[src/fetch_pc_pkg.sv]
/*
  Shared types and constants for the fetch program-counter unit.
  Imported by every RTL block of the fetch front end.
*/
`default_nettype none

package fetch_pc_pkg;

  // ==================================================
  // address type and fixed constants
  // ==================================================
  typedef logic [31:0] pc_addr_t;                 // fetch byte address

  localparam pc_addr_t RESET_PC   = 32'hFFFC0000;  // boot vector, also empty stack slot
  localparam pc_addr_t FETCH_STEP = 32'd24;        // 4 instructions x 6 bytes

  // ==================================================
  // bundles
  // ==================================================

  // one branch target buffer slot
  typedef struct packed {
    logic     taken;  // predict taken
    pc_addr_t pc;     // full branch address, used as tag
    pc_addr_t tgt;    // predicted target
  } btb_entry_t;

  // decode stage correction
  typedef struct packed {
    logic     valid;
    pc_addr_t target;
  } redirect_t;

  // branch outcome from commit, trains the table
  typedef struct packed {
    logic     valid;
    logic     taken;
    pc_addr_t pc;   // branch address
    pc_addr_t tgt;  // resolved target
  } commit_upd_t;

endpackage

`default_nettype wire
[src/next_pc_ctrl.sv]
/*
  Program counter register and next-counter selection.
  Priority: irq, redirect, return, taken table hit, sequential step.
  The table hit and sequential step only advance on an accepted fetch.
*/
`timescale 1ns/1ps
`default_nettype none

module next_pc_ctrl
  import fetch_pc_pkg::*;
(
  input  wire       clk,
  input  wire       rst,
  // fetch handshake
  input  wire       pc_ready,    // fetch stage can take pc
  output pc_addr_t  pc,          // current fetch address
  output logic      pc_valid,
  output logic      btb_taken,   // current pc predicted taken
  // change of flow sources
  input  wire       irq,
  input  pc_addr_t  irq_addr,
  input  redirect_t redirect,    // decode correction
  input  wire       ret,         // return seen by decode
  // branch target buffer
  output pc_addr_t  lookup_pc,
  input  wire       hit,
  input  pc_addr_t  hit_target,
  // return stack
  input  pc_addr_t  ras_top,
  output logic      pop
);

  logic     fetch_acc;  // fetch handshake completes this cycle
  pc_addr_t next_pc;

  assign fetch_acc = pc_valid & pc_ready;
  assign lookup_pc = pc;        // table probed with the current counter
  assign btb_taken = hit;

  // a higher priority change of flow cancels the return, stack keeps its top
  assign pop = ret & ~irq & ~redirect.valid;

  // ==================================================
  // next counter
  // ==================================================
  always_comb begin
    if (irq) begin
      next_pc = irq_addr;              // highest priority, ignores pc_ready
    end else if (redirect.valid) begin
      next_pc = redirect.target;
    end else if (ret) begin
      next_pc = ras_top;
    end else if (fetch_acc && hit) begin
      next_pc = hit_target;            // predicted taken branch
    end else if (fetch_acc) begin
      next_pc = pc + FETCH_STEP;       // next fetch group
    end else begin
      next_pc = pc;                    // stalled, hold
    end
  end

  // ==================================================
  // registers
  // ==================================================
  always_ff @(posedge clk) begin
    if (rst) begin
      pc       <= RESET_PC;
      pc_valid <= 1'b0;
    end else begin
      pc       <= next_pc;
      pc_valid <= 1'b1;  // single thread, always something to fetch
    end
  end

endmodule

`default_nettype wire

[config.mk]
export PLATFORM = sky130hd
export DESIGN_NAME = next_pc_ctrl
export DESIGN_NICKNAME = d
export VERILOG_FILES = /design/src/fetch_pc_pkg.sv /design/src/next_pc_ctrl.sv
export SDC_FILE = /design/constraint.sdc
export NUM_CORES = 1
export LEC_CHECK = 0
export ABC_AREA = 1
export BUFFER_PORTS_ARGS = -buffer_cell sky130_fd_sc_hd__buf_2
export CAP_MARGIN = 10
export CORE_MARGIN = 4
export CORE_UTILIZATION = 45
export DETAILED_ROUTE_END_ITERATION = 16
export HOLD_SLACK_MARGIN = 0.06
export PLACE_DENSITY = 0.9
export RECOVER_POWER = 25
export SYNTH_ARGS = -nofsm -noshare
export SYNTH_HDL_FRONTEND = slang
export SYNTH_SLANG_ARGS = --single-unit
[constraint.sdc]
create_clock -name clk -period 5.3 [get_ports clk]
set_clock_uncertainty 0.15 [all_clocks]
set_input_delay 1.59 -clock clk [delete_from_list [all_inputs] [get_ports clk]]
set_output_delay 1.59 -clock clk [all_outputs]
set_load 0.05 [all_outputs]
======== Word-level counts from Yosys, hierarchy flattened ========
Index checks and enable logic that the tools add are counted.
W data, S select, Z words.
word-level totals
  flip-flop bits (word level) ............. 33
  bits in latches ......................... 0
  memory bits (writable) .................. 0
  memory bits (read-only) ................. 0
  input port bits ......................... 135
  output and inout bits ................... 67
  logic and storage cells ................. 16
  memories ................................ 0
cells by class
  add/subtract/negate cells ............... 1
  multiply operators ...................... 0
  divide/modulo/power cells ............... 0
  $lt $le $gt $ge ......................... 0
  equal/unequal tests ..................... 0
  shifts and indexed selects .............. 0
  muxes and demuxes ....................... 6
  bitwise gates (word level) .............. 5
  reductions and logical operators ........ 2
operators with widths
  cell                     number
  $mux W32                 5
  $add A32 B5 Y32 const B  1
  $reduce_bool A5 Y1       1
  $and A1 B1 Y1            3
  $not A1 Y1               2
  $logic_and A1 B1 Y1      1
  $mux W1                  1

======== Depth between registers and ports, before layout ========
  depth after elaboration ................. 6
  mapped depth ............................ 14
  depth with buffers taken out ............ 14

======== Worst setup path after synthesis ========
No wires, ideal clock.
  kind .................................... input to output
  start ................................... input port redirect[32] (netlist name)
  end ..................................... output port pop
  data arrival time ....................... 2.504 ns
  data required time ...................... 3.560 ns
  slack ................................... 1.056 ns
  stages .................................. 4
  path buffers ............................ 2
  cell sequence ........................... buf_6 > or2_4 > nor2_2 > buf_2
between the ends
  longest elaborated chain between the ends .. 2
RTL lines
  element        line                source
  from (decl)    next_pc_ctrl.sv:22  input redirect_t redirect,
  $not A1 Y1     next_pc_ctrl.sv:41  assign pop = ret & ~irq & ~redirect.valid;
  $and A1 B1 Y1  next_pc_ctrl.sv:41
  to (decl)      next_pc_ctrl.sv:30  output logic pop
Every way passes these cells.

======== Final worst setup path ========
  start ................................... input port ret
  end ..................................... output port pop
between the ends
  longest elaborated chain between the ends .. 2
RTL lines
  element                      line                source
  from (decl)                  next_pc_ctrl.sv:23  input wire ret,
  $and A1 B1 Y1 (2 in series)  next_pc_ctrl.sv:41
Every way passes these cells.

==> results.sh <==
export IMPL_outcome="finished clean"
export IMPL_hp_class="reg -> reg"
export IMPL_die_area_mm2=0.008945
export IMPL_cts_tree="built"
export IMPL_vias_per_cell=5.239
export IMPL_die_w_um=94.58
export IMPL_final_hold_violation_count=0
export IMPL_placed_area_mm2=0.004150
export IMPL_hold_end="lookup_pc[0]$_SDFFE_PP0P_"
export IMPL_crit_reg2reg_capture="lookup_pc[21]$_SDFFE_PP1P_"
export IMPL_portBuffers=201
export IMPL_postCtsSetupBuffers=0
export IMPL_r2r_start="lookup_pc[3]$_SDFFE_PP0P_"
export IMPL_antenna_found_initial=1
export IMPL_grtUsageTotal_pct=27.43
export IMPL_rows=31
export IMPL_mostFrequentLayoutCells="nand2_1, buf_2, nor2_1"
export IMPL_drt_initial_drc_count=295
export IMPL_grtUsageMet3_pct=4.781
export IMPL_critPathMaxFanout=11
export IMPL_drcViolationCount=0
export IMPL_rrSetupSlack_ps=3110
export IMPL_synth_cell_types=34
export IMPL_hold_path_depth=2
export IMPL_p_leak_nw=2.278
export IMPL_hold_start="lookup_pc[0]$_SDFFE_PP0P_"
export IMPL_avgSynthCellArea_um2=5.679
export IMPL_initial_core_util_pct=46.51
export IMPL_dp_hpwl_um=9661
export IMPL_seq_area_frac_synth_pct=19.58
export IMPL_cts_buffers=5
export IMPL_holdBufCountCts=0
export IMPL_grt_util_met2_pct=46.81
export IMPL_reg2reg_depth=13
export IMPL_setup_viol=0
export IMPL_endpoint_kind="output pin"
export IMPL_synth_edf_count=0
export IMPL_wl_per_cell_um=14.92
export IMPL_gp_congestion=0.8656
export IMPL_synth_nets=730
export IMPL_finalSetupTns_ps=0
export IMPL_fmax_mhz=234.7
export IMPL_cp_start_kind="primary input"
export IMPL_final_nets=883
export IMPL_area_delta_synth_final_pct=24.67
export IMPL_vias=4432
export IMPL_cts_htree_levels=2
export IMPL_synth_cells=594
export IMPL_fin_area_mm2=0.004205
export IMPL_worstSkewPairLatency_ps=300
export IMPL_max_cap_violations=0
export IMPL_arrival_ps=2520
export IMPL_fin_crit_sh_pct=80.38
export IMPL_grt_max_degree=50
export IMPL_diodes=0
export IMPL_synth_area_mm2=0.003373
export IMPL_grt_ovfl_total=0
export IMPL_final_layout_size_suffix_gt1_share_pct=27.18
export IMPL_final_max_slew_violation_count=0
export IMPL_period_minus_slack_ps=4260
export IMPL_io_pins=202
export IMPL_cts_resized=0
export IMPL_clockBufferDepth=2
export IMPL_clk_pin_slew_worst_paths_ps=70
export IMPL_peakVddDrop_mv=0.09166
export IMPL_ant_nets=0
export IMPL_dr_pass1_iters=5
export IMPL_die_h_um=94.58
export IMPL_final_common_cell="nand2_1"
export IMPL_clock_sinks=33
export IMPL_core_mm2=0.007253
export IMPL_grt_use_met1_pct=35.89
export IMPL_critPathKind="in -> out"
export IMPL_grt_busiest_layer="met2"
export IMPL_grt_first_pass_wirelength_um=19330
export IMPL_postRouteWirelength_um=12620
export IMPL_rsz0062_at_grt="no"
export IMPL_worst_pin_slew_ps=887.2
export IMPL_grt_pass1_vias=4055
export IMPL_async_reset_ff_share_pct=0
export IMPL_power_per_cell_area_mw_per_mm2=218.5
export IMPL_yosys_register_bits=33
export IMPL_synthFlopType="dfxtp_1"
export IMPL_cp_required_ps=3560
export IMPL_cts_root_buf="clkbuf_8"
export IMPL_max_slew_margin_rel_pct=40.64
export IMPL_ys_warn_count=0
## cells in the mapped netlist, types with 4 or more instances
| master | number | area, um2 |
|---|---|---|
| clkbuf_1 | 14 | 52.55 |
| dfxtp_1 | 33 | 660.6 |
| nand3_1 | 54 | 270.3 |
| a21oi_1 | 39 | 195.2 |
| nand2_2 | 4 | 25.02 |
| buf_4 | 35 | 262.8 |
| nor2_1 | 74 | 277.8 |
| o21ai_0 | 36 | 180.2 |
| a221oi_1 | 11 | 96.34 |
| nor2_2 | 4 | 25.02 |
| nor3_1 | 4 | 20.02 |
| o211ai_1 | 10 | 75.07 |
| nand2_1 | 183 | 686.9 |
| inv_1 | 48 | 180.2 |
| xor2_1 | 6 | 52.55 |
| buf_2 | 6 | 30.03 |
| nand4_1 | 4 | 25.02 |
| o221ai_1 | 4 | 35.03 |
## critical path, stage by stage
cell    delay (ps)
buf_2          280
inv_4          130
nor2_2         210
buf_2          300
## sequential cells by signal (all words and copies together), names as in the netlist
name / flops
pc_valid: 1
lookup_pc: 32
## routing by layer
layer,wire length [um],up-vias
met2,5894,219
li1,-,2211
met4,165,2
met3,1185,16
met5,13,-
met1,5363,1984
## kinds of logic after synthesis
family / count (synthesis) / share of synthesized area (%)
AO/OA/AOI/OAI: 110 / 19.99
XOR/XNOR: 9 / 2.337
AND/OR/NAND/NOR: 330 / 40.47
flip-flops: 33 / 19.58
adder cells (fa/ha/maj): 1 / 0.3709
buffers and inverters: 111 / 17.25
## metrics by stage
stage	power (mW)	hold slack, ps	util (%)	setup slack [ps]	instances
2_1_floorplan	0.6193	539.7	-	1056	594
3_3_place_gp	0.7183	322.6	57.22	1069	839
3_5_place_dp	0.7223	328.2	57.22	1054	839
4_1_cts	0.9222	337.9	58.41	1054	846
5_1_grt	0.9668	381.1	57.98	1007	846
6_report	0.9187	346.2	57.98	1040	846
## report_power, final
group	switching, mW	leakage (nW)	internal [mW]
registers	0.0371	0.275	0.270
logic	0.292	1.96	0.117
clock network	0.0998	0.0443	0.103
total	0.429	2.28	0.490
## cell type report
class	count	area, um2
flip-flops and latches	33	660.6
repair buffers	205	1005
inverters	52	198.9
multi-input cells	450	2131
fillers	800	3048
well taps	99	123.9
clock buffers	7	86.33
## worst max-delay path by stage
stage / slack (ps) / depth (start not counted) / startpoint / to
floorplan: 1060 / 4 / redirect[32] / pop
global route: 1010 / 4 / ret / pop
finish: 1040 / 4 / ret / pop
global placement: 1070 / 4 / ret / pop
detailed placement: 1050 / 4 / ret / pop
CTS: 1050 / 4 / ret / pop
(Power assumes the default switching activity.)
