### src/fetch_pc_pkg.sv
/*
  Shared types and constants for the fetch program-counter unit.
  Imported by every RTL block of the fetch front end.
*/
`default_nettype none

package fetch_pc_pkg;

  // ==================================================
  // address type and fixed constants
  // ==================================================
  typedef logic [31:0] pc_addr_t;                 // fetch byte address

  localparam pc_addr_t RESET_PC   = 32'hFFFC0000;  // boot vector, also empty stack slot
  localparam pc_addr_t FETCH_STEP = 32'd24;        // 4 instructions x 6 bytes

  // ==================================================
  // bundles
  // ==================================================

  // one branch target buffer slot
  typedef struct packed {
    logic     taken;  // predict taken
    pc_addr_t pc;     // full branch address, used as tag
    pc_addr_t tgt;    // predicted target
  } btb_entry_t;

  // decode stage correction
  typedef struct packed {
    logic     valid;
    pc_addr_t target;
  } redirect_t;

  // branch outcome from commit, trains the table
  typedef struct packed {
    logic     valid;
    logic     taken;
    pc_addr_t pc;   // branch address
    pc_addr_t tgt;  // resolved target
  } commit_upd_t;

endpackage

`default_nettype wire
### src/return_stack.sv
/*
  Circular return-address stack.
  A call pushes the return address, a return pops it; both at once is a no-op.
*/
`timescale 1ns/1ps
`default_nettype none

module return_stack
  import fetch_pc_pkg::*;
#(
  parameter int RAS_DEPTH = 32  // slots, power of two
) (
  input  wire      clk,
  input  wire      rst,
  input  wire      push,       // call seen
  input  pc_addr_t push_addr,  // return address to save
  input  wire      pop,        // return taken
  output pc_addr_t top         // current top of stack
);

  localparam int PTR_W = $clog2(RAS_DEPTH);

  pc_addr_t         slots [RAS_DEPTH];
  logic [PTR_W-1:0] sp;      // points at the top slot
  logic [PTR_W-1:0] sp_dec;  // slot a push lands in

  assign sp_dec = sp - 1'b1;  // wraps around, stack is circular
  assign top    = slots[sp];

  // ==================================================
  // pointer
  // ==================================================
  always_ff @(posedge clk) begin
    if (rst) begin
      sp <= '0;
    end else begin
      case ({pop, push})
        2'b01:   sp <= sp_dec;     // push grows downward
        2'b10:   sp <= sp + 1'b1;  // pop
        default: sp <= sp;         // idle, or call and ret cancel out
      endcase
    end
  end

  // ==================================================
  // storage
  // ==================================================
  always_ff @(posedge clk) begin
    if (rst) begin
      for (int i = 0; i < RAS_DEPTH; i++) begin
        slots[i] <= RESET_PC;  // underflow returns to boot vector
      end
    end else if (push && !pop) begin
      slots[sp_dec] <= push_addr;
    end
  end

endmodule

`default_nettype wire

### config.mk
export PLATFORM = sky130hd
export DESIGN_NAME = return_stack
export DESIGN_NICKNAME = d
export VERILOG_FILES = /design/src/fetch_pc_pkg.sv /design/src/return_stack.sv
export SDC_FILE = /design/constraint.sdc
export NUM_CORES = 1
export LEC_CHECK = 0
export BUFFER_PORTS_ARGS = -buffer_cell sky130_fd_sc_hd__buf_2
export CELL_PAD_IN_SITES_DETAIL_PLACEMENT = 0
export CELL_PAD_IN_SITES_GLOBAL_PLACEMENT = 1
export CORE_MARGIN = 2
export CORE_UTILIZATION = 48
export CTS_CLUSTER_DIAMETER = 50
export DETAILED_ROUTE_END_ITERATION = 8
export PLACE_DENSITY = 0.73
export RECOVER_POWER = 25
export SLEW_MARGIN = 20
export SYNTH_ARGS = -nofsm -noshare
export SYNTH_HDL_FRONTEND = slang
export SYNTH_SLANG_ARGS = --single-unit
### constraint.sdc
create_clock -name clk -period 2.7 [get_ports clk]
set_clock_uncertainty 0.1 [all_clocks]
set_input_delay 0.54 -clock clk [delete_from_list [all_inputs] [get_ports clk]]
set_output_delay 0.54 -clock clk [all_outputs]
set_load 0.005 [all_outputs]
== Yosys cells after proc, flatten, opt, wreduce, memory -nomap -nowiden ==
Memory sizes are Yosys's and may differ from the RTL's. A register that Yosys moved wholly into a read port is not among the register bits.
Cells that the tools add are included.

* Logic and storage cells: 21
* Bits in registers: 5
* Bits of input ports: 36
* Memories kept: 1
* Memory bits (writable): 1024
* Output and inout bits: 32

* Reductions and logical operators: 4
* Multiplexer cells: 11
* $add $sub $neg: 2
* Equality and inequality tests: 2

{| class="wikitable"
|+ Memories
! memory !! depth !! width !! rd ports !! clocked after memory_dff !! write ports !! RTL line !! text
|-
| slots || 32 || 32 || 1 || 1 || 32 || return_stack.sv:23 || <nowiki>pc_addr_t slots [RAS_DEPTH];</nowiki>
|}

{| class="wikitable"
|+ Operators by type and width
! kind !! number
|-
| two-way mux 32 bit || 1
|-
| OR reduction 32 bit || 1
|-
| two-way mux 5 bit || 3
|-
| case mux 5 bit (2 select lines) || 1
|-
| two-way mux 1 bit || 6
|-
| adder 5 x 1 -> 5 bit (second input constant) || 1
|-
| subtractor 5 x 1 -> 5 bit (second input constant) || 1
|-
| == test 2 x 1 -> 1 bit (second input constant) || 1
|-
| == test 2 bit (second input constant) || 1
|-
| nonzero test 2 bit || 1
|-
| logical AND 1 bit || 1
|-
| zero test 1 bit || 1
|}

== Longest topological paths before layout ==
Gate-level depths: netlist of the first run.

* Word-level depth: 7
* Mapped depth: 9
* Depth with buffers taken out: 7

== Least setup slack after synthesis of the first run ==
No wires, ideal clock.

* Kind: reg-to-reg
* Start point: register sp[0]
* End point: memory slots[3][0] (netlist name), enable pin
* Setup slack: -0.266 ns
* Library setup time: 0.391 ns
* Data required time: 2.209 ns
* Arrival time: 2.476 ns
* Cell stages (with the launch flop): 9
* Period minus slack after synthesis: 2.966 ns
* Path buffers: 1
* Cells stage by stage: dfxtp_1 -> inv_1 -> ha_1 -> nor2_1 -> a32oi_1 -> or2_1 -> buf_2 -> nor2_1 -> or2_1

{| class="wikitable"
|+ RTL lines
! item !! RTL line !! text
|-
| start: declaration || return_stack.sv:24 || <nowiki>logic [PTR_W-1:0] sp;</nowiki>
|-
| start signal: assignment || return_stack.sv:38 || <nowiki>2'b01: sp <= sp_dec;</nowiki>
|-
| start signal: assignment || return_stack.sv:39 || <nowiki>2'b10: sp <= sp + 1'b1;</nowiki>
|-
| start signal: assignment || return_stack.sv:40 || <nowiki>default: sp <= sp;</nowiki>
|-
| end: declaration || return_stack.sv:23 ||
|}

==> metrics.yaml, run 1 <==
reg2regPathDepth: 7
seq_area_um2: 30960
postSynthAreaPerCell_um2: 13.32
maxCapViolations: 0
wl_per_cell_um: 26.65
status: "finished with violations"
overflow: 0
diodes: 0
drtIter0Drc: 2983
synth_top_family_by_area: "simple AND/OR/NAND/NOR gates"
syn_nets: 3626
fp.dieArea_um2: 102000
via_count: 30270
p_per_area_nw_per_um2: 727.5
layout.nets: 3757
ir_worst_vdd_mv: 0.6616
place.gp.congestion: 0.8462
layout-drive-gt1-share: 0.2148
use_met3: 0.04617
hold_path_class: "in2reg"
cp.arrival_ns: 2.60
pwr-share-comb: 0.196
setup_ws_ns: -0.5430
cts_buffer_depth: 3
crit_required_ns: 2.06
hold_violations: 0
r2r-start: "sp[0]$_SDFFE_PP0N_"
pin_count: 68
die_h_um: 319.3
clkPwrFrac: 0.373
h-tree-depth: 3
grt_max_degree: 94
placed_area_um2: 50980
synth_compound_area_frac: 0.04378
power.switching_uw: 11460
coreArea_um2: 98420
routed_wl_mm: 135.9
multi_input_area_um2: 16820
path_cells: "buf_12, buf_16, clkbuf_16, clkbuf_16, mux2i_2, a22oi_2, nand3_2, nand3_2, buf_2"
rsz0062_at_grt: "yes"
yosys-mux-area-fraction: 0.1076
track_usage: 0.2585
ys_seq_area_frac: 0.6485
leakagePower_uw: 0.01853
seqPwrFrac: 0.431
ant_nets: 0
slew_violations: 0
fmax_mhz: 308.4
slowest_stage: "dfxtp_4"
yosys.area_share.simple: 0.1666
met1_usage: 0.3614
fin_crit_sh: 1.201
drc_errors: 0
first_global_vias: 30540
path_max_fanout: 8
violations: "negative setup slack"
cts-buffers-inserted: 116
endpoint_kind: "primary output"
crit_buf_inv: 5
clockRootBuffer: "clkbuf_16"
dp.cells: 4800
layoutNonFillerInstCount: 5100
yosysWarnings: 0
crit_path_max_incr_delay_ns: 0.36
path_depth: 9
setup_viol: 355
p_int_uw: 30750
initial_core_util: 0.4849
syn_inst: 3582
nFillCells: 7664
tightest_slew_ns: 0.8188
synth-seq-cells: 1034
port_buffers: 67
clock_sinks: 1034
power_uw: 42210
antenna_found_initial: 4
crit_family: "buffers and inverters"
whs_path_depth: 3
area_growth_pct: 21.55
synth-adder-area-share: 0.002097
crit_type: "reg2out"
dp_hpwl_mm: 77.56
final_common_cell: "edfxtp_1"
clkLatencyLatePin_ns: 0.68
die_w_um: 319.3
fin_crit_ns: 3.243
swShare: 0.2715
synthXorXnorAreaFrac: 0.0005505
cts_tree: "done"
path_clk_slew_ns: 0.06
worstHoldStart: "rst"
slew_headroom: 0.4541
gr-usage-met2: 0.4178
rows: 115
cp-start-kind: "flip-flop"
detail_route.vias_per_cell: 5.935
synth_area_um2: 47730
firstDrtPassIters: 6
netlist-cell-type-count: 37
top_usage_layer: "met2"
final_cell_mix: "1,024 x edfxtp_1, 518 x and2_1, 452 x mux2i_1, 452 x or3_1, 136 x clkbuf_16"
grt_pass1_wl_mm: 197.5
final_area_um2: 58010
state kept, by name, indices dropped and copies added, names as in the netlist, named ones only:
register,cells
sp,5
slots,1024
cells by family (layout without fill, tap and decap cells):
kind of cell	after synthesis	after routing
compound gates	306	306
mux	513	513
flops	1034	1034
simple gates	1349	1349
buf+inv	369	600
fa+ha+maj	8	8
xor+xnor	3	3
area by class of cell:
| class | count | area share |
|---|---|---|
| multi-input combinational | 2179 | 0.2900 |
| clock buffer | 141 | 0.05239 |
| sequential | 1034 | 0.5337 |
| clock inverter | 77 | 0.01346 |
| timing repair buffer | 376 | 0.08230 |
| tap | 1287 | 0.02776 |
| inverter | 6 | 0.0003882 |
stage by stage:
step / utilization / hold slack, ns / setup slack, ns / setup TNS (ns)
after global placement: 0.5180 / 0.5339 / -0.3054 / -0.4768
after global routing: 0.5894 / 0.3605 / -0.5922 / -146.51
after CTS: 0.5753 / 0.3131 / -0.5854 / -16.87
after detailed placement: 0.5180 / 0.5494 / -0.2762 / -0.5654
after floorplan: - / 0.5111 / 0.03068 / 0
final: 0.5894 / 0.3433 / -0.5430 / -38.40
worst paths after layout:
check | slack, ns | to
worst max-delay path | -0.54 | top[7]
worst max register to register | -0.18 | slots[24][17]$_SDFFCE_PN0P_
worst min register to register | 0.55 | flip-flop
worst min-delay path | 0.34 | sp[1]$_SDFFE_PP0N_
routing by layer:
layer / up-vias / wire length [um]
met3: 207 / 9366
met5: - / 0
li1: 13520 / -
met1: 15440 / 58300
met4: 0 / 3471
met2: 1100 / 64770
power by group through the flow:
stage          combinational, uW  sequential (uW)  clock [uW]
2_1_floorplan               3370            18400           0
3_3_place_gp                6190            18500           0
3_5_place_dp                6270            18500           0
4_1_cts                     7430            18200       15900
5_1_grt                     8610            18200       16600
6_report                    8280            18200       15700
worst register-to-register path: cells and delay by family (launching register included):
family | cells | cell delay [ns]
simple gates | 3 | 1.04
compound gates | 2 | 0.67
buf+inv | 2 | 0.45
flops | 1 | 0.31
repair_timing:
action,4_1_cts,5_1_grt
setup buffers,36,31
endpoints found under the setup margin,32,352
pin swaps,53,126
gates resized for setup,193,189
hold buffers,0,0
cloned,17,19
Yosys cell counts:
cell type     n  area share
edfxtp_1   1024        0.64
and2_1      577       0.076
mux2i_1     513        0.11
or3_1       452       0.059
clkbuf_1    275       0.022
nand2_1     102      0.0080
a21oi_1     100       0.010
a22oi_1      96       0.015
nand3_1      96       0.010
buf_2        72      0.0076
a22o_1       64       0.012
nor3_1       34      0.0036
a31oi_1      33      0.0043
nor2_1       28      0.0022
or2_2        18      0.0024
or2_1        17      0.0022
buf_1        16      0.0013
nor2_2       11      0.0014
dfxtp_1      10      0.0042
ha_1          8      0.0021
inv_1         5     0.00039
nand2b_1      5     0.00066
nor2b_1       5     0.00066
a32oi_1       3     0.00055
and3_1        2     0.00026
o21ai_0       2     0.00021
o21ai_1       2     0.00021
o21ai_2       2     0.00037
xor2_1        2     0.00037
a21boi_2      1     0.00024
a2bb2oi_1     1     0.00018
a41oi_1       1     0.00018
inv_2         1    0.000079
nand4_1       1     0.00013
nor3b_1       1     0.00016
o22a_1        1     0.00018
xnor2_1       1     0.00018
Note: power is estimated with default switching activity, not from simulation.
==> run 2: changes to the inputs <==
--- a/config.mk
+++ b/config.mk
@@ -12,7 +12,7 @@
 export CORE_UTILIZATION = 48
 export CTS_CLUSTER_DIAMETER = 50
 export DETAILED_ROUTE_END_ITERATION = 8
-export PLACE_DENSITY = 0.73
+export PLACE_DENSITY = 0.77
 export RECOVER_POWER = 25
 export SLEW_MARGIN = 20
 export SYNTH_ARGS = -nofsm -noshare
==> run 2 against run 1 <==
Net effect: the flow still finishes with violations (negative setup slack); sequential share of layout area up 0.95 points; sequential power about the same; total power down 2.6%; clock power down 3%; maximum frequency up 0.53%.
==> metrics.yaml, run 2 (same netlist as run 1, synthesis figures left out) <==
cp.arrival_ns: 2.59
routed_wl_mm: 128.1
slowest_stage: "dfxtp_4"
wl_per_cell_um: 25.17
initial_core_util: 0.4849
path_cells: "buf_12, buf_12, buf_12, buf_16, mux2i_2, a22oi_2, a31oi_4, nand3_4, buf_6"
clockRootBuffer: "clkbuf_16"
port_buffers: 67
clock_sinks: 1034
largest_reg_flops: 1024
rows: 115
place.gp.congestion: 0.8174
top_regs: "slots: 1024 flops, sp: 5 flops"
rsz0062_at_grt: "yes"
swShare: 0.2708
fin_crit_sh: 1.195
h-tree-depth: 3
final_cell_mix: "1,024 x edfxtp_1, 521 x and2_1, 475 x mux2i_1, 452 x or3_1, 145 x buf_4"
path_clk_slew_ns: 0.06
ir_worst_vdd_mv: 0.4874
hold_path_class: "in2reg"
overflow: 0
path_max_fanout: 10
cts_tree: "done"
r2r-start: "sp[0]$_SDFFE_PP0N_"
nFillCells: 7638
track_usage: 0.2482
antenna_found_initial: 3
coreArea_um2: 98420
endpoint_kind: "primary output"
cp-start-kind: "flip-flop"
layout-drive-gt1-share: 0.1979
p_per_area_nw_per_um2: 721.2
timing.rr.end: "slots[24][26]$_SDFFCE_PN1P_"
first_global_vias: 29900
p_int_uw: 29970
power_uw: 41100
regToRegSetupSlack_ns: -0.19
cts_buffer_depth: 3
clkPwrFrac: 0.369
layout.nets: 3748
whs_path_depth: 3
grt_pass1_wl_mm: 190.3
leakagePower_uw: 0.01820
drc_errors: 0
firstDrtPassIters: 5
pin_count: 68
crit_path_max_incr_delay_ns: 0.42
final_area_um2: 56990
fmax_mhz: 310.0
top_register: "slots"
detail_route.vias_per_cell: 5.836
crit_type: "reg2out"
pwr-share-comb: 0.189
worstHoldStart: "rst"
fin_crit_ns: 3.226
clkLatencyLatePin_ns: 0.68
cts-buffers-inserted: 112
diodes: 0
maxCapViolations: 0
fp.dieArea_um2: 102000
cp_common_cell: "buf_12"
finalSetupTns_ns: -51.22
hold_violations: 0
area_growth_pct: 19.40
setup_ws_ns: -0.5259
die_w_um: 319.3
final_common_cell: "edfxtp_1"
placed_area_um2: 50830
ctsHoldBuffers: 0
die_h_um: 319.3
status: "finished with violations"
power.switching_uw: 11130
drtIter0Drc: 2817
seqPwrFrac: 0.442
crit_required_ns: 2.06
reg2regPathDepth: 6
via_count: 29690
ant_nets: 0
grt_max_degree: 113
setup_viol: 577
whs_ns: 0.3275
slew_violations: 0
tightest_slew_ns: 0.7650
slew_headroom: 0.4900
dp_hpwl_mm: 73.18
violations: "negative setup slack"
## run 2: cell types whose count changed in the layout (fill, tap and decap cells not counted), sizes merged
cell      before  now
buf          335  339
clkinvlp       8   11
clkinv        49   55
inv           13    7
bufinv        13   11
clkbuf       181  163
## run 2: through the flow
step | util | setup WS (ns) | std cells
global route | 0.5790 | -0.6240 | 5087
floorplan | - | 0.03068 | 3582
CTS | 0.5733 | -0.5815 | 5066
finish | 0.5790 | -0.5259 | 5087
detailed placement | 0.5164 | -0.07286 | 4801
global placement | 0.5164 | -0.06999 | 4801
## run 2: worst max-delay path by stage
stage                  startpoint                   endpoint  cells past startpoint
2_1_floorplan  sp[0]$_SDFFE_PP0N_  slots[3][0]$_SDFFCE_PN0P_                      8
3_3_place_gp            flip-flop                    top[31]                      7
3_5_place_dp            flip-flop                    top[23]                      8
4_1_cts                 flip-flop                    top[10]                     10
5_1_grt                 flip-flop                    top[19]                     10
6_report                flip-flop                     top[4]                      9
## run 2: routing by layer
| layer | up-vias | global-route usage | wire length (um) |
|---|---|---|---|
| li1 | 13470 | - | - |
| met1 | 15010 | 0.3503 | 55120 |
| met2 | 1007 | 0.4002 | 61080 |
| met3 | 200 | 0.03594 | 8855 |
| met4 | 0 | 0.07369 | 3003 |
| met5 | - | 0 | 0 |
## run 2: worst max-delay path: cells and delay by family, from the launching register on
family	cells	cell delay [ns]
mux	1	0.24
buf+inv	5	0.76
compound gates	2	0.32
simple gates	1	0.14
flops	1	0.42
## run 2: timing repair
| action | 4_1_cts | 5_1_grt |
|---|---|---|
| endpoints found under the setup margin | 32 | 189 |
| cloned | 15 | 6 |
| setup buffers | 44 | 19 |
| gates resized for setup | 208 | 86 |
| pin swaps | 50 | 35 |
## run 2: power groups by stage
stage / Clock, uW / Combinational, uW / Sequential, uW
floorplan: 0 / 3370 / 18400
global placement: 0 / 6180 / 18500
detailed placement: 0 / 6220 / 18500
CTS: 15300 / 7410 / 18200
global route: 16000 / 8130 / 18200
finish: 15200 / 7770 / 18200
## run 2: layout make-up
type	instances	area, um^2	share of cell area
multi-input cells	2179	16490	0.2893
well taps	1287	1610	0.02826
clock inverters	78	735.7	0.01291
repair buffers	371	4257	0.07469
flip-flops and latches	1034	30950	0.5432
inverters	6	22.52	0.0003952
clock buffers	132	2920	0.05124
==> run 3: changes to the inputs <==
--- a/config.mk
+++ b/config.mk
@@ -12,7 +12,7 @@
 export CORE_UTILIZATION = 48
 export CTS_CLUSTER_DIAMETER = 50
 export DETAILED_ROUTE_END_ITERATION = 8
-export PLACE_DENSITY = 0.77
+export PLACE_DENSITY = 0.75
 export RECOVER_POWER = 25
 export SLEW_MARGIN = 20
 export SYNTH_ARGS = -nofsm -noshare
==> run 3 against run 2 <==
Net effect: the run still ends with negative setup slack left; sequential power barely moved; register-to-register slack better by 0.04 ns; combinational power grew 9.9%; global-route usage up 1.5 points; die area unchanged; critical path type unchanged; total power is 3.7% higher; first-iteration DRC count rose by 14%.
==> metrics.yaml, run 3 (same netlist as run 1, synthesis figures left out) <==
status: "finished with violations"
violations: "negative setup slack"
initial_core_util: 0.4849
whs_ns: 0.2983
fin_crit_ns: 3.270
clkLatencyLatePin_ns: 0.71
die_h_um: 319.3
grt_max_degree: 89
cp.arrival_ns: 2.63
cts_tree: "done"
fp.dieArea_um2: 102000
cp_common_cell: "buf_6"
detail_route.vias_per_cell: 5.985
largest_reg_flops: 1024
cts_buffer_depth: 3
area_growth_pct: 22.03
final_area_um2: 58240
clockRootBuffer: "clkbuf_16"
crit_path_max_incr_delay_ns: 0.45
firstDrtPassIters: 6
coreArea_um2: 98420
slowest_stage: "nor3_2"
clock_sinks: 1034
top_regs: "slots: 1024 flops, sp: 5 flops"
leakagePower_uw: 0.01865
setup_viol: 451
crit_family: "buffers and inverters"
pin_count: 68
drtIter0Drc: 3202
path_cells: "buf_12, buf_16, mux2i_1, a22o_1, nor3_2, a31oi_4, buf_6, nand3_4, buf_6"
final_cell_mix: "1,024 x edfxtp_1, 508 x and2_1, 474 x mux2i_1, 452 x or3_1, 151 x buf_4"
slew_violations: 0
crit_type: "reg2out"
grt_pass1_wl_mm: 201.1
layout-drive-gt1-share: 0.2137
via_count: 30730
tightest_slew_ns: 0.8283
slew_headroom: 0.4478
regToRegSetupSlack_ns: -0.15
routed_wl_mm: 137.1
place.gp.congestion: 0.8421
endpoint_kind: "primary output"
placed_area_um2: 51090
ctsHoldBuffers: 0
drc_errors: 0
top_register: "slots"
fmax_mhz: 305.8
setup_ws_ns: -0.5704
rsz0062_at_grt: "yes"
ir_worst_vdd_mv: 0.5528
wl_per_cell_um: 26.71
cp-start-kind: "flip-flop"
p_per_area_nw_per_um2: 731.8
die_w_um: 319.3
layoutNonFillerInstCount: 5134
path_max_fanout: 12
rows: 115
h-tree-depth: 3
crit_buf_inv: 4
ant_nets: 0
fin_crit_sh: 1.211
overflow: 0
hold_path_class: "in2reg"
crit_required_ns: 2.06
cts-buffers-inserted: 118
antenna_found_initial: 5
port_buffers: 67
hold_violations: 0
dp.cells: 4835
power_uw: 42620
path_clk_slew_ns: 0.06
final_common_cell: "edfxtp_1"
track_usage: 0.2636
layout.nets: 3787
dp_hpwl_mm: 78.62
finalSetupTns_ns: -45.01
maxCapViolations: 0
first_global_vias: 31000
-- run 3: power breakdown --
| part | total (uW) | internal, uW | switching, uW | leakage [uW] |
|---|---|---|---|---|
| sequential | 18200 | 18000 | 156 | 0.00909 |
| combinational | 8540 | 3630 | 4910 | 0.00771 |
| clock | 15900 | 9370 | 6530 | 0.00185 |
| total | 42600 | 31000 | 11600 | 0.0186 |
-- run 3: final cells by class --
| type | instances | area [um^2] |
|---|---|---|
| Fill cell | 7528 | 40180 |
| Sequential cell | 1034 | 30960 |
| Multi-Input combinational cell | 2179 | 16800 |
| Timing Repair Buffer | 404 | 4997 |
| Clock buffer | 143 | 3047 |
| Tap cell | 1287 | 1610 |
| Clock inverter | 75 | 794.5 |
| Inverter | 6 | 22.52 |
| Antenna cell | 6 | 15.01 |
-- run 3: per-layer routing --
| layer | GRT usage | vias up | part of all wire |
|---|---|---|---|
| met3 | 0.03347 | 211 | 0.071 |
| met4 | 0.08805 | 0 | 0.026 |
| met5 | 0 | - | 0 |
| met2 | 0.4290 | 1247 | 0.48 |
| li1 | - | 13600 | - |
| met1 | 0.3676 | 15670 | 0.42 |
-- run 3: through the flow --
stage               setup WS [ns]  utilization
finish                    -0.5704       0.5918
global placement          -0.1061       0.5191
global route              -0.6289       0.5917
detailed placement        -0.1090       0.5191
floorplan                 0.03068            -
CTS                       -0.6030       0.5821
-- run 3: worst min-delay path, stage by stage --
cell and delay (ns):
buf_2 0.12, buf_4 0.24, nor2_1 0.16
-- run 3: path summary, 6_finish.rpt --
path,cells after the start,from,endpoint
setup / recovery,9,flip-flop,top[5]
hold / removal,3,rst,flip-flop
setup reg to reg,7,sp[0]$_SDFFE_PP0N_,slots[26][21]$_SDFFCE_PN1P_
hold reg to reg,2,sp[2]$_SDFFE_PP0N_,flip-flop
-- run 3: timing repair --
item                       in CTS  in global routing
setup endpoints to repair      32                215
cloned                         27                 12
gates resized for setup       252                126
setup buffers                  37                 27
pin swaps                     117                 76
